[src/hw/cache_defines.svh]
`ifndef CACHE_DEFINES_SVH
`define CACHE_DEFINES_SVH

// Data widths
`define WORD_BITS       32
`define LINE_BITS       512
`define ADDR_BITS       32
`define WORDS_PER_LINE  16

// Address split, tag | index | offset
`define TAG_BITS        18
`define INDEX_BITS      8
`define OFFSET_BITS     6
`define NUM_SETS        256

// Offset split into word select and ignored byte bits
`define WORD_SEL_BITS   4
`define BYTE_SEL_BITS   2

// Line number used for line-aligned host addresses
`define LINE_NUM_BITS   (`ADDR_BITS - `OFFSET_BITS)

// Tag field position inside an address
`define TAG_LSB         (`INDEX_BITS + `OFFSET_BITS)
`define INDEX_LSB       `OFFSET_BITS

`endif
[src/hw/cache_tag_store.sv]
`timescale 1ns/1ps

`include "cache_defines.svh"

module cache_tag_store (
    input  logic                    clk,
    input  logic                    rst_n,
    input  logic [`INDEX_BITS-1:0]  index,
    input  logic [`TAG_BITS-1:0]    tag,
    input  logic                    install,
    input  logic                    install_dirty,
    input  logic                    set_dirty,
    output logic                    tag_hit,
    output logic                    line_valid,
    output logic                    line_dirty,
    output logic [`TAG_BITS-1:0]    victim_tag
);

    logic [`TAG_BITS-1:0] tags [`NUM_SETS];
    logic [`NUM_SETS-1:0] valid;
    logic [`NUM_SETS-1:0] dirty;

    // Tag written when a line is installed
    always_ff @(posedge clk) begin
        if (install) begin
            tags[index] <= tag;
        end
    end

    always_ff @(posedge clk or negedge rst_n) begin
        if (!rst_n) begin
            valid <= '0;
            dirty <= '0;
        end else begin
            if (install) begin
                valid[index] <= 1'b1;
                dirty[index] <= install_dirty;
            end else if (set_dirty) begin
                dirty[index] <= 1'b1;  // Word write on a resident line
            end
        end
    end

    // Lookup is combinational
    assign line_valid = valid[index];
    assign line_dirty = dirty[index];
    assign victim_tag = tags[index];
    assign tag_hit    = line_valid && (victim_tag == tag);

endmodule

[config.mk]
export PLATFORM = sky130hd
export DESIGN_NAME = cache_tag_store
export DESIGN_NICKNAME = d
export VERILOG_FILES = /design/src/hw/cache_tag_store.sv
export VERILOG_INCLUDE_DIRS = /design/src /design/src/hw
export SDC_FILE = /design/constraint.sdc
export NUM_CORES = 2
export LEC_CHECK = 0
export BUFFER_PORTS_ARGS = -buffer_cell sky130_fd_sc_hd__buf_2
export CAP_MARGIN = 20
export CELL_PAD_IN_SITES_DETAIL_PLACEMENT = 0
export CELL_PAD_IN_SITES_GLOBAL_PLACEMENT = 1
export CORE_ASPECT_RATIO = 0.8
export CORE_UTILIZATION = 30
export DETAILED_ROUTE_END_ITERATION = 10
export HOLD_SLACK_MARGIN = 0.05
export PLACE_DENSITY_LB_ADDON = 0.1
export SLEW_MARGIN = 20
export SYNTH_ARGS = -nofsm -noshare
export SYNTH_HDL_FRONTEND = slang
export SYNTH_MEMORY_MAX_BITS = 65536
export SYNTH_SLANG_ARGS = --single-unit
[constraint.sdc]
create_clock -name clk -period 12.3 [get_ports clk]
set_input_delay 2.46 -clock clk [delete_from_list [all_inputs] [get_ports clk]]
set_output_delay 2.46 -clock clk [all_outputs]
set_load 0.02 [all_outputs]
Word level (Yosys, flattened, before mapping)

Memory sizes are Yosys's and may differ from the RTL's.
Index checks and enable logic that the tools add are counted.

Flip-flop bits (word level): 512
Bits in writable memories: 4608
Bits of input ports: 31
Output and inout bits: 21
Memories kept: 1

Memories:

| memory | depth | bits a word | rd ports | clocked after memory_dff | write ports | RTL line              | RTL |
|---|---|---|---|---|---|---|---|
| tags   | 256   | 18          | 1        | 0                        | 1           | cache_tag_store.sv:19 | `` logic [`TAG_BITS-1:0] tags [`NUM_SETS]; `` |

$lt $le $gt $ge: 2
Equality and inequality tests: 1
Multiplexer cells: 11
Bitwise operators: 2
Reduce and logical (&&, ||, !) cells: 3

Operator list:

| cell                                                               | count |
|---|---|
| two-way mux 256 bit                                                | 2 |
| OR 256 bit                                                         | 2 |
| bitwise mux 256 bit                                                | 1 |
| equality test 18 bit                                               | 1 |
| binary-select mux 1 bit (select 8 bit)                             | 2 |
| less-than comparator 8 x 9 -> 1 bit (second input constant)        | 1 |
| demux 1 bit (select 8 bit)                                         | 1 |
| greater-or-equal comparator 8 x 1 -> 1 bit (second input constant) | 1 |
| two-way mux 1 bit                                                  | 5 |
| logical AND 1 bit                                                  | 2 |
| nonzero test 2 bit                                                 | 1 |

Depth between registers and ports, before layout

Depth in word-level cells: 7
Mapped depth: 17

Least setup slack after synthesis

No wires, ideal clock.

Kind: input-to-output
From: input index[0]
To: output tag_hit
Data arrival time: 5.711 ns
Required time: 9.840 ns
Setup slack: 4.129 ns
Stages on the path: 13
Cell sequence: buf_6 buf_6 buf_2 buf_2 mux4_2 mux2i_1 a211oi_1 o41ai_1 o311ai_0 xor2_1 a21oi_1 o2111ai_1 nor4_2

Cells in the longest elaborated chain, start to end: 3
Elaborated cells on any way between the ends: 5

Ends and longest elaborated chain:

| what                  | RTL line              | RTL |
|---|---|---|
| start: declaration    | cache_tag_store.sv:8  | `` input logic [`INDEX_BITS-1:0] index, `` |
| memory (256 x 18 bit) | --                    |  |
| via victim_tag[1]     | cache_tag_store.sv:16 | `` output logic [`TAG_BITS-1:0] victim_tag `` |
| equality test 18 bit  | cache_tag_store.sv:48 | `assign tag_hit = line_valid && (victim_tag == tag);` |
| logical AND 1 bit     | cache_tag_store.sv:48 |  |
| end: declaration      | cache_tag_store.sv:13 | `output logic tag_hit,` |

The timed path passes the listed nets, and every way through them passes these cells. The select of a mux whose other input is x is not followed.

Final worst setup path

From: input index[2]
To: output tag_hit

Cells in the longest elaborated chain, start to end: 3
Elaborated cells on any way between the ends: 5

Ends and longest elaborated chain:

| what                                                                                   | RTL line |
|---|---|
| memory (256 x 18 bit) / binary-select mux 1 bit (select 8 bit) (equally long branches) | -- |
| equality test 18 bit / two-way mux 1 bit (equally long branches)                       | cache_tag_store.sv:48, cache_tag_store.sv:45 |
| logical AND 1 bit (*)                                                                  | cache_tag_store.sv:48 |

Mark *: on every way between the ends. The rest lies on a longest branch, timed or not. The select of a mux whose other input is x is not followed.

==> results by group <==
CTS
  – Max clock buf depth: 4
  – Clock-pin slew on the worst setup and hold paths: ~0.060 ns
  – Clk sink count: just over 5000
  – Root buffer selected by CTS: clkbuf_16
  – CTS buffer count: between 500 and 600
  – Postcts setup bufs: 0
  – H-Tree Depth: 6
  – Post-cts resize count: 0
  – CTS tree: done
  – Clk Latency, worst-skew pair: 1.08 ns
  – Hold buffers post-CTS: 0

Timing
  – Pin slew with the least headroom to its limit: 1.22 ns
  – Clk_skew: 0 ns
  – RSZ-0062 raised after global routing: false
  – Max-slew violations: 0
  – Count of final setup violators: 0
  – Final Hold Viols: 0
  – Tmin final: about 12 ns
  – Worst rel slew slack: 16.7%
  – Final Cycle Share: a little over nine tenths
  – Maximum clock rate: roughly 85 MHz

Worst setup path
  – Worst Path Required: between 9 and 10 ns
  – Kind of critical path: in -> out
  – Crit path max-delay family: simple AND/OR/NAND/NOR gates
  – Critical path buffers and inverters: 8
  – Most used cell along the critical path: buf_4
  – CP endpoint: tag_hit
  – Reg-to-reg endpoint: valid[155]
  – Worst reg2reg path depth: 1
  – Arrival @ worst endpoint: slightly above 9 ns
  – WP depth: 17
  – CP max FO: 43
  – Critical Path, Cell by Cell: buf_8 > buf_4 > nor2b_4 > buf_4 > buf_4 > a22oi_1 > a21oi_1 > nor4_2 > buf_4 > and4bb_2 > nand4_1 > buf_4 > xnor2_1 > nand4_1 > nor4_2 > buf_4 > buf_2
  – Slowest-stage cell, CP: nor4_2
  – Worst Setup End Kind: primary output
  – Largest stage delay, worst path: just over 1 ns
  – R2R Setup Slk: approximately 11 ns
  – Startpoint Class: primary input
  – Crit. Startpoint: index[2]
  – Critical R2R Launch: valid[155]

Global route
  – First-pass GRT wire length: between 1000000 and 1500000 um
  – Largest net degree at the start of global routing: 143
  – Grt total ovfl: 0
  – Tot GR Track Use: about a quarter
  – Initial antenna violation count: approximately 100
  – Number of global-route vias before repair: 107145

Synth
  – Yosys warning count: 0
  – Number of synthesized register bits: between 5000 and 6000
  – Synth unique cells: 88
  – Post-Syn Area: between 0.15 and 0.2 sq mm
  – Synth Net Count: ~10000
  – Post-synth EDFFs: between 4000 and 5000
  – Mean post-synth cell area: about 20 sq um
  – Synth Flop Type: edfxtp_1
  – Async S/R FF share, synth: roughly 10%
  – Sequential fraction of the synthesis area: about three quarters
  – Cells after Synth: ~10000

Route
  – WL final: just over 800000 um
  – DRC: 0
  – Average wire per standard cell: approximately 41 um
  – Iteration-0 DRC count of the detailed router: ~15000
  – Final ANT Viol Nets: 0
  – DR pass1 iterations: 6
  – Via count: ~110k
  – Vias/cell: ~5.5

Pwr
  – Max VDD drop: between 100 and 150 uV
  – PwrDens: 165 mW/mm^2
  – Total power: between 30 and 40 mW
  – Pleak: between 70 and 80 nW

Die
  – Die Area: 0.669 sq mm
  – Core ar.: ~0.66 sq mm
  – Die width: between 900 and 1000 um
  – I/O pin count: 52
  – Num rows: around 270
  – Die span in y: ~730 um
  – Initial core utilization: a little under a third

Hold path
  – Worst hold path depth: 1
  – Min-Delay Path Class: reg -> reg

Cells and area
  – Post-Layout Cell Count: 19898
  – P&R area growth vs syn: 16.1%
  – Fin nets: ~11000
  – Design area: between 0.2 and 0.25 sq mm
  – Layout cells sized above 1: 28.1%

Placed design
  – Placer Congestion: 0.834
  – Placed cell count: 18896
  – IO buf count: 51
  – Area post-placement: approximately 0.21 sq mm
  – Dpl hpwl: around 500000 um

Run status
  – Status: completed

Flow run
  – Max_cap viols: 0
-- layout by cell type (no fill, tap or decap), drive strengths merged, types with 261 or more instances in the layout --
cell / instances
clkbuf: 741
dfrtp: 512
o21ai: 575
nor2: 336
or2: 261
a22oi: 291
mux2i: 653
edfxtp: 4608
mux4: 1040
buf: 657
-- kinds of logic (layout without fill, tap and decap cells) --
group,count (synthesis),after routing,share of synthesized area (%)
DFF,5120,5120,75.7
muxes,1715,1715,15.1
other,0,21,0
AOI/OAI and AO/OA,1359,1359,4.38
and+or+nand+nor,1146,1146,2.85
xor gates and xnor gates,14,14,0.0614
buffers and inverters,659,1646,1.83
-- synthesized netlist by cell type (all sizes together), types with 17 or more instances --
cell	instances	area share, %
a22o	37	0.16
mux2	22	0.12
edfxtp	4608	69
o22ai	86	0.27
nor2	336	0.63
buf	349	1.2
a31oi	41	0.13
a221oi	68	0.30
a22oi	291	1.1
a32oi	24	0.11
or2	261	0.82
nor2b	22	0.069
nor3	30	0.075
nor4	23	0.081
mux4	1040	12
nand4	37	0.12
clkbuf	301	0.57
o211ai	17	0.066
nand3	107	0.27
dfrtp	512	6.4
a21oi	92	0.23
o21ai	575	1.4
nand2	245	0.46
mux2i	653	3.3
-- power by group --
group | total (mW) | leakage (nW) | switching (mW) | internal, mW
Combinational | 2.55 | 19.3 | 1.81 | 0.742
Clock | 16.4 | 8.43 | 7.10 | 9.27
Sequential | 19.2 | 48.4 | 0.0757 | 19.1
-- per-stage QoR --
step	worst slack [ns]	utilization, %	setup TNS [ns]	hold slack [ns]
3_3_place_gp	-0.802	32.4	-0.802	0.445
3_5_place_dp	0.655	32.4	0	0.447
4_1_cts	0.642	35.0	0	0.460
5_1_grt	0.551	35.0	0	0.469
2_1_floorplan	4.13	-	0	0.434
6_report	0.541	35.0	0	0.459
-- per-layer routing --
metal  global-route usage, %  wire length, um  part of all wire (%)  up-vias
li1                        -                -                     -    42349
met3                    4.37            60200                   7.4     1012
met4                    6.49            25400                   3.1       16
met1                    35.5           371000                    46    61076
met5                       0              112                 0.014        -
met2                    35.0           353000                    44     4978
-- sequential cells by signal, indices dropped and copies added, names as in the netlist --
signal,cells
valid,256
tags,4608
dirty,256
-- layout make-up --
cell class / count / area (sq um)
multi-input combinational: 4234 / 46300
clock inverter: 239 / 2080
sequential: 5120 / 151000
clock buffer: 740 / 15100
inverter: 9 / 48.8
fill: 61787 / 430000
tap: 8877 / 11100
timing repair buffer: 658 / 5820
antenna: 21 / 52.6
-- worst min-delay path by stage --
| stage | startpoint | endpoint |
|---|---|---|
| finish | valid[197] | valid[197] |
| global route | valid[119] | valid[119] |
| CTS | valid[135] | valid[135] |
| detailed placement | valid[174] | valid[174] |
| floorplan | valid[102] | valid[102] |
| global placement | valid[146] | valid[146] |
Note: power is estimated with default switching activity, not from simulation.
