[config.mk]
export PLATFORM = sky130hd
export DESIGN_NAME = cache_ctrl
export DESIGN_NICKNAME = d
export VERILOG_FILES = /design/src/hw/cache_types_pkg.sv /design/src/hw/cache_ctrl.sv
export VERILOG_INCLUDE_DIRS = /design/src /design/src/hw
export SDC_FILE = /design/constraint.sdc
export NUM_CORES = 1
export LEC_CHECK = 0
export ABC_AREA = 1
export BUFFER_PORTS_ARGS = -buffer_cell sky130_fd_sc_hd__buf_2
export CAP_MARGIN = 5
export CORE_ASPECT_RATIO = 1.75
export CORE_MARGIN = 1.5
export CORE_UTILIZATION = 36
export DETAILED_ROUTE_END_ITERATION = 8
export PLACE_DENSITY = 0.79
export SLEW_MARGIN = 20
export SYNTH_ARGS = -nofsm -noshare
export SYNTH_HDL_FRONTEND = slang
export SYNTH_SLANG_ARGS = --single-unit
[constraint.sdc]
create_clock -name clk -period 5.04 [get_ports clk]
set_input_delay 0.504 -clock clk [delete_from_list [all_inputs] [get_ports clk]]
set_output_delay 0.504 -clock clk [all_outputs]
set_load 0.03 [all_outputs]
[src/hw/cache_defines.svh]
`ifndef CACHE_DEFINES_SVH
`define CACHE_DEFINES_SVH

// Data widths
`define WORD_BITS       32
`define LINE_BITS       512
`define ADDR_BITS       32
`define WORDS_PER_LINE  16

// Address split, tag | index | offset
`define TAG_BITS        18
`define INDEX_BITS      8
`define OFFSET_BITS     6
`define NUM_SETS        256

// Offset split into word select and ignored byte bits
`define WORD_SEL_BITS   4
`define BYTE_SEL_BITS   2

// Line number used for line-aligned host addresses
`define LINE_NUM_BITS   (`ADDR_BITS - `OFFSET_BITS)

// Tag field position inside an address
`define TAG_LSB         (`INDEX_BITS + `OFFSET_BITS)
`define INDEX_LSB       `OFFSET_BITS

`endif
[src/hw/cache_types_pkg.sv]
package cache_types_pkg;

    `include "cache_defines.svh"

    // Cache store view of an address
    typedef struct packed {
        logic [`TAG_BITS-1:0]    tag;
        logic [`INDEX_BITS-1:0]  index;
        logic [`OFFSET_BITS-1:0] offset;
    } cache_addr_fields_t;

    // Host view as line number and offset
    typedef struct packed {
        logic [`LINE_NUM_BITS-1:0] line_num;
        logic [`OFFSET_BITS-1:0]   offset;
    } cache_addr_line_t;

    typedef union packed {
        cache_addr_fields_t fields;
        cache_addr_line_t   line;
    } cache_addr_u;

    // Controller states
    typedef enum logic [2:0] {
        IDLE    = 3'd0,
        CMPRD   = 3'd1,
        MEMWB   = 3'd2,
        MEMRD   = 3'd3,
        CACHEWR = 3'd4,
        CMPWR   = 3'd5
    } ctrl_state_e;

endpackage

[src/hw/cache_ctrl.sv]
`timescale 1ns/1ps

`include "cache_defines.svh"

module cache_ctrl
    import cache_types_pkg::*;
(
    input  logic                        clk,
    input  logic                        rst_n,
    input  logic                        en,
    input  logic                        rd,
    input  logic                        wr,
    input  logic [`ADDR_BITS-1:0]       addr,
    input  logic [`WORD_BITS-1:0]       wdata,
    input  logic                        tag_hit,
    input  logic                        line_valid,
    input  logic                        line_dirty,
    input  logic [`WORD_BITS-1:0]       rd_word,
    input  logic                        xfer_done,
    output logic [`WORD_BITS-1:0]       rdata,
    output logic                        stall,
    output logic                        done,
    output logic                        hit,
    output logic [`INDEX_BITS-1:0]      index,
    output logic [`TAG_BITS-1:0]        tag,
    output logic [`WORD_SEL_BITS-1:0]   word_sel,
    output logic                        wr_word,
    output logic [`WORD_BITS-1:0]       word_data,
    output logic                        replace_line,
    output logic                        set_dirty,
    output logic                        install,
    output logic                        install_dirty,
    output logic                        start_wb,
    output logic                        start_fill
);

    ctrl_state_e state, next_state;

    cache_addr_u              req_addr;
    logic [`WORD_BITS-1:0]    req_wdata;
    logic                     req_read;
    logic                     missed;     // First compare of this access missed
    logic                     xfer_pend;  // Host finished while en was low
    logic                     xfer;
    logic                     victim_dirty;

    // Request is captured once, when it is accepted
    always_ff @(posedge clk) begin
        if (state == IDLE && en && (rd || wr)) begin
            req_addr  <= addr;
            req_wdata <= wdata;
            req_read  <= rd;   // Read wins over write
        end
    end

    always_ff @(posedge clk or negedge rst_n) begin
        if (!rst_n) begin
            state <= IDLE;
        end else if (en) begin
            state <= next_state;
        end
    end

    // Keep a host completion that arrives while frozen
    always_ff @(posedge clk or negedge rst_n) begin
        if (!rst_n) begin
            xfer_pend <= 1'b0;
        end else if (en) begin
            xfer_pend <= 1'b0;
        end else if (xfer_done) begin
            xfer_pend <= 1'b1;
        end
    end

    always_ff @(posedge clk or negedge rst_n) begin
        if (!rst_n) begin
            missed <= 1'b0;
        end else if (en) begin
            if (state == IDLE) begin
                missed <= 1'b0;
            end else if ((state == CMPRD || state == CMPWR) && !tag_hit) begin
                missed <= 1'b1;
            end
        end
    end

    assign xfer         = xfer_done || xfer_pend;
    assign victim_dirty = line_valid && line_dirty;

    always_comb begin
        next_state   = state;
        done         = 1'b0;
        wr_word      = 1'b0;
        set_dirty    = 1'b0;
        replace_line = 1'b0;
        install      = 1'b0;
        start_wb     = 1'b0;
        start_fill   = 1'b0;
        case (state)
            IDLE: begin
                if (en && rd) begin
                    next_state = CMPRD;
                end else if (en && wr) begin
                    next_state = CMPWR;
                end
            end
            CMPRD, CMPWR: begin
                if (tag_hit) begin
                    done       = en;
                    wr_word    = en && (state == CMPWR);
                    set_dirty  = en && (state == CMPWR);
                    next_state = IDLE;
                end else if (victim_dirty) begin
                    start_wb   = en;  // Evict before refill
                    next_state = MEMWB;
                end else begin
                    start_fill = en;
                    next_state = MEMRD;
                end
            end
            MEMWB: begin
                if (xfer) begin
                    start_fill = en;
                    next_state = MEMRD;
                end
            end
            MEMRD: begin
                if (xfer) begin
                    replace_line = en;
                    install      = en;
                    // Reads go back to compare and hit there
                    next_state   = req_read ? CMPRD : CACHEWR;
                end
            end
            CACHEWR: begin
                wr_word    = en;  // Merge the word into the new line
                set_dirty  = en;
                done       = en;
                next_state = IDLE;
            end
            default: next_state = IDLE;
        endcase
    end

    assign stall         = (state != IDLE);
    assign hit           = done && !missed;
    assign rdata         = (state == CMPRD) ? rd_word : '0;
    assign install_dirty = 1'b0;  // Fresh lines match host memory
    assign index         = req_addr.fields.index;
    assign tag           = req_addr.fields.tag;
    assign word_sel      = req_addr.fields.offset[`OFFSET_BITS-1:`BYTE_SEL_BITS];
    assign word_data     = req_wdata;

endmodule

* Yosys cells after proc, flatten, opt, wreduce, memory -nomap -nowiden
Cells that the tools add are included.
Word-level totals: output and inout port bits 104, word-level logic and storage cells 59, flip-flop bits (word level) 70, bits of input ports 105
Cells by class: eq/ne operators 8, mux-type cells 25, reductions and logical operators 20
Operators by type and width (count):
- $mux W32 | 1
- $mux W3 | 5
- $mux W1 | 14
- $pmux W3 S4 | 1
- $logic_and A1 B1 Y1 | 8
- $eq A3 B2 Y1 const B | 2
- $eq A3 B3 Y1 const B | 2
- $pmux W1 S2 | 3
- $ne A2 B2 Y1 const B | 2
- $reduce_and A4 Y1 | 1
- $reduce_bool A2 Y1 | 2
- $eq A3 B1 Y1 const B | 1
- $logic_not A3 Y1 | 1
- $logic_or A1 B1 Y1 | 3
- $ne A3 B1 Y1 const B | 1
- $reduce_bool A3 Y1 | 1
- $logic_not A1 Y1 | 2
- $mux W2 | 1
- $reduce_and A2 Y1 | 1
- $reduce_or A2 Y1 | 1

* Logic depth before layout (Yosys ltp)
word-level depth 5, depth in mapped cells 7, depth with buffers taken out 7

* Least setup slack after synthesis
No wires, ideal clock.
path type register to register, start point register state[1], end point register req_addr[10] in the netlist's numbering (enable), arrival 5112 ps, path buffers 0, period minus slack after synthesis 5674 ps, library setup time 561 ps, required time 4479 ps, setup slack -634 ps, stages on the path, launching flop included 4, path through dfrtp_1 > nor2_2 > nand2_2 > nor3_1
Between the ends: longest elaborated chain between the ends 3
Ends and longest elaborated chain:
- start: declaration | RTL line cache_ctrl.sv:37 | ctrl_state_e state, next_state;
- start signal: assignment | RTL line cache_ctrl.sv:60 | state <= next_state;
- $logic_not A3 Y1 | RTL line cache_ctrl.sv:49 | if (state == IDLE && en && (rd || wr)) begin
- $logic_and A1 B1 Y1 (2 in series) | RTL line cache_ctrl.sv:49
- end signal: assignment | RTL line cache_ctrl.sv:50 | req_addr <= addr;
- end: declaration | RTL line cache_ctrl.sv:39 | cache_addr_u req_addr;
No other way between the ends. A chain may end at the register's enable or synchronous reset.

* Worst setup path in the final report
start point register state[0], end point output rdata[10]
Between the ends: longest elaborated chain between the ends 2
Ends and longest elaborated chain:
- $eq A3 B1 Y1 | RTL line cache_ctrl.sv:147 | assign rdata = (state == CMPRD) ? rd_word : '0;
- $mux W32 | RTL line cache_ctrl.sv:147
- end: declaration | RTL line cache_ctrl.sv:20 | output logic [`WORD_BITS-1:0] rdata,
No other way between the ends.

==> flow_summary.json <==
{
  "peakVddDrop_mv": 0.3601,
  "synth.distinct_cells": 21,
  "maxSlewViolCount": 0,
  "cts.clk_slew.worst_paths_ns": 0.05,
  "clk_latency_ns": 0.32,
  "drtIter0Drc": 57,
  "antenna_found_initial": 0,
  "avgViaCountPerCell": 4.345,
  "cts_buffer_depth": 2,
  "cp_common_cell": "nor2_4",
  "synth-seq-cells": 68,
  "syn_inst": 195,
  "outcome": "finished, final reports clean",
  "gp_congestion": 0.8645,
  "grt_pass1_wl_mm": 9.853,
  "rr_endpoint": "req_addr[7]",
  "cts_tree": "built",
  "crit_arrival_ns": 1.90,
  "start_util_pct": 37.16,
  "syn_area_per_cell_um2": 14.52,
  "post_cts_buffers": 0,
  "overflow": 0,
  "grtUsageTotal_pct": 15.66,
  "post-route-util_pct": 54.61,
  "path_class": "reg2out",
  "antenna_cells": 0,
  "drc": 0,
  "synth_seq_area_share_pct": 71.23,
  "drt_pass1_iterations": 4,
  "synth_nets": 300,
  "critPathRequiredTime_ns": 4.54,
  "min_period_ns": 2.406,
  "startpoint_type": "flip-flop",
  "slew_headroom_pct": 42.54,
  "grt_max_degree": 64,
  "pre_cts_ws_ns": 2.957,
  "min_to": "word_data[10]",
  "ys.warnings.count": 0,
  "die_w_um": 70.04,
  "die_height_um": 120.3,
  "avgRoutedWirePerCell_um": 13.14,
  "fmax_mhz": 415.6,
  "hold_violations": 0,
  "synth_top_area_share_pct": 66.81,
  "h-tree-depth": 3,
  "finalWorstSetupSlack_ns": 2.634,
  "fin_skew_ns": 0.003895,
  "critical-path-max-stage-delay_ns": 0.46,
  "hold-worst-slack_ns": 0.3522,
  "vias": 2164,
  "min_from": "wdata[10]",
  "synth_area_leaders": "edfxtp_1 67%, nor2_4 12%, inv_1 4.8%",
  "dp_hpwl_mm": 5.211,
  "rsz0062_at_grt": "no",
  "timing.final.crit_share_pct": 47.74,
  "synth_area_leader_cell": "edfxtp_1",
  "crit_chain": "inv_2 > nor2_4 > nand2_4 > nor2_4 > buf_2",
  "grt_pass1_vias": 2161,
  "whs_path_depth": 1,
  "hold_class": "in2reg",
  "io_buffers": 205,
  "design.final.nets": 511,
  "power_density_nw_per_um2": 533.5,
  "worstMarginPinSlew_ns": 0.8612,
  "setup_violations": 0,
  "area_delta_synth_final_pct": 46.97,
  "ant_nets": 0,
  "rr_worst_depth": 4,
  "path_depth": 5,
  "cts_sinks": 68,
  "end_kind": "output pin",
  "die_area_um2": 8427,
  "slowest_stage": "nand2_4",
  "cts_resized": 0,
  "p_leak_nw": 2.019,
  "r2r-start": "state[1]",
  "cap_violations": 0,
  "syn_area_um2": 2831,
  "drive_gt1_share_pct": 62.68,
  "rrSetupSlack_ns": 3.05,
  "cp_max_fo": 32,
  "wl_mm": 6.543,
  "cp_num_buf_inv": 2,
  "pin_count": 209,
  "path_delay_family": "simple AND/OR/NAND/NOR gates",
  "coreArea_um2": 7620,
  "numCtsBuffers": 9,
  "cts_root_buf": "clkbuf_16",
  "row_count": 42,
  "fin_setup_tns_ns": 0,
  "ctsHoldBuffers": 1
}
-- routing by layer --
layer	share of wire, %	global-route usage (%)	up-vias
met5	0	0	-
li1	-	-	1047
met1	30	12.85	939
met2	57	30.00	164
met4	2.5	8.654	0
met3	11	6.667	14
-- sequential cells by signal, indices dropped and copies added (netlist names) --
| name | cells |
|---|---|
| word_data | 32 |
| req_addr | 30 |
| state | 3 |
| missed | 1 |
| req_read | 1 |
| xfer_pend | 1 |
-- power by group --
| part | switching [mW] | internal, mW |
|---|---|---|
| registers | 0.0394 | 0.744 |
| clock network | 0.200 | 0.329 |
| logic | 0.676 | 0.232 |
-- Yosys cell counts --
master,count
edfxtp_1,63
inv_1,36
nor2_4,31
nand2_1,19
nand3_1,8
nor2_1,8
dfrtp_1,5
a21oi_1,3
buf_12,3
buf_4,3
inv_2,3
nor2_2,3
o21ai_0,2
buf_2,1
conb_1,1
nand2_2,1
nand2_4,1
nand3b_1,1
nor3_1,1
nor4_1,1
o22ai_1,1
-- cell type report --
type                    count  area, um2
fillers                   642       3458
flip-flops and latches     68       2017
inverters                  39      146.4
multi-input cells          81      591.8
clock inverters             2      12.51
well taps                  88      110.1
repair buffers            207       1044
clock buffers              13      240.2
-- cells by family after synthesis --
| group | Yosys count | share of synthesized area (%) |
|---|---|---|
| simple gates | 74 | 19.27 |
| compound gates | 6 | 1.105 |
| buf+inv | 46 | 8.263 |
| other cells | 1 | 0.1324 |
| flops | 68 | 71.23 |
-- cells in the final DEF, fill, tap and decap left out, types with 2 or more instances in the layout --
cell type and count:
o21ai_0 2, dfrtp_1 5, buf_2 205, clkbuf_16 9, a21oi_1 3, edfxtp_1 63
inv_1 36, nor2_1 8, clkbuf_1 4, nor2_2 3, nand2_1 19, nand3_1 8
nor2_4 31, inv_2 3
-- worst register-to-register path, stage by stage (launching register included) --
cell and delay [ns]:
dfrtp_1 0.45, nor2_2 0.23, nand2_2 0.15, nor3_4 0.13, buf_4 0.62
-- per-stage QoR --
stage | instance area (um2) | total power [mW] | cells
2_1_floorplan | 2836 | 1.519 | 195
3_3_place_gp | 3899 | 1.688 | 482
3_5_place_dp | 3899 | 1.711 | 482
4_1_cts | 4161 | 2.245 | 498
5_1_grt | 4161 | 2.319 | 498
6_report | 4161 | 2.220 | 498
-- how the worst max path moves through the flow --
stage,slack [ns],start,end
2_1_floorplan,1.31,state[1],req_addr[10]
3_3_place_gp,3.00,state[0],rdata[30]
3_5_place_dp,2.96,state[0],rdata[10]
4_1_cts,2.60,state[0],rdata[10]
5_1_grt,2.47,state[0],rdata[0]
6_report,2.63,state[0],rdata[10]
(Power assumes the default switching activity.)
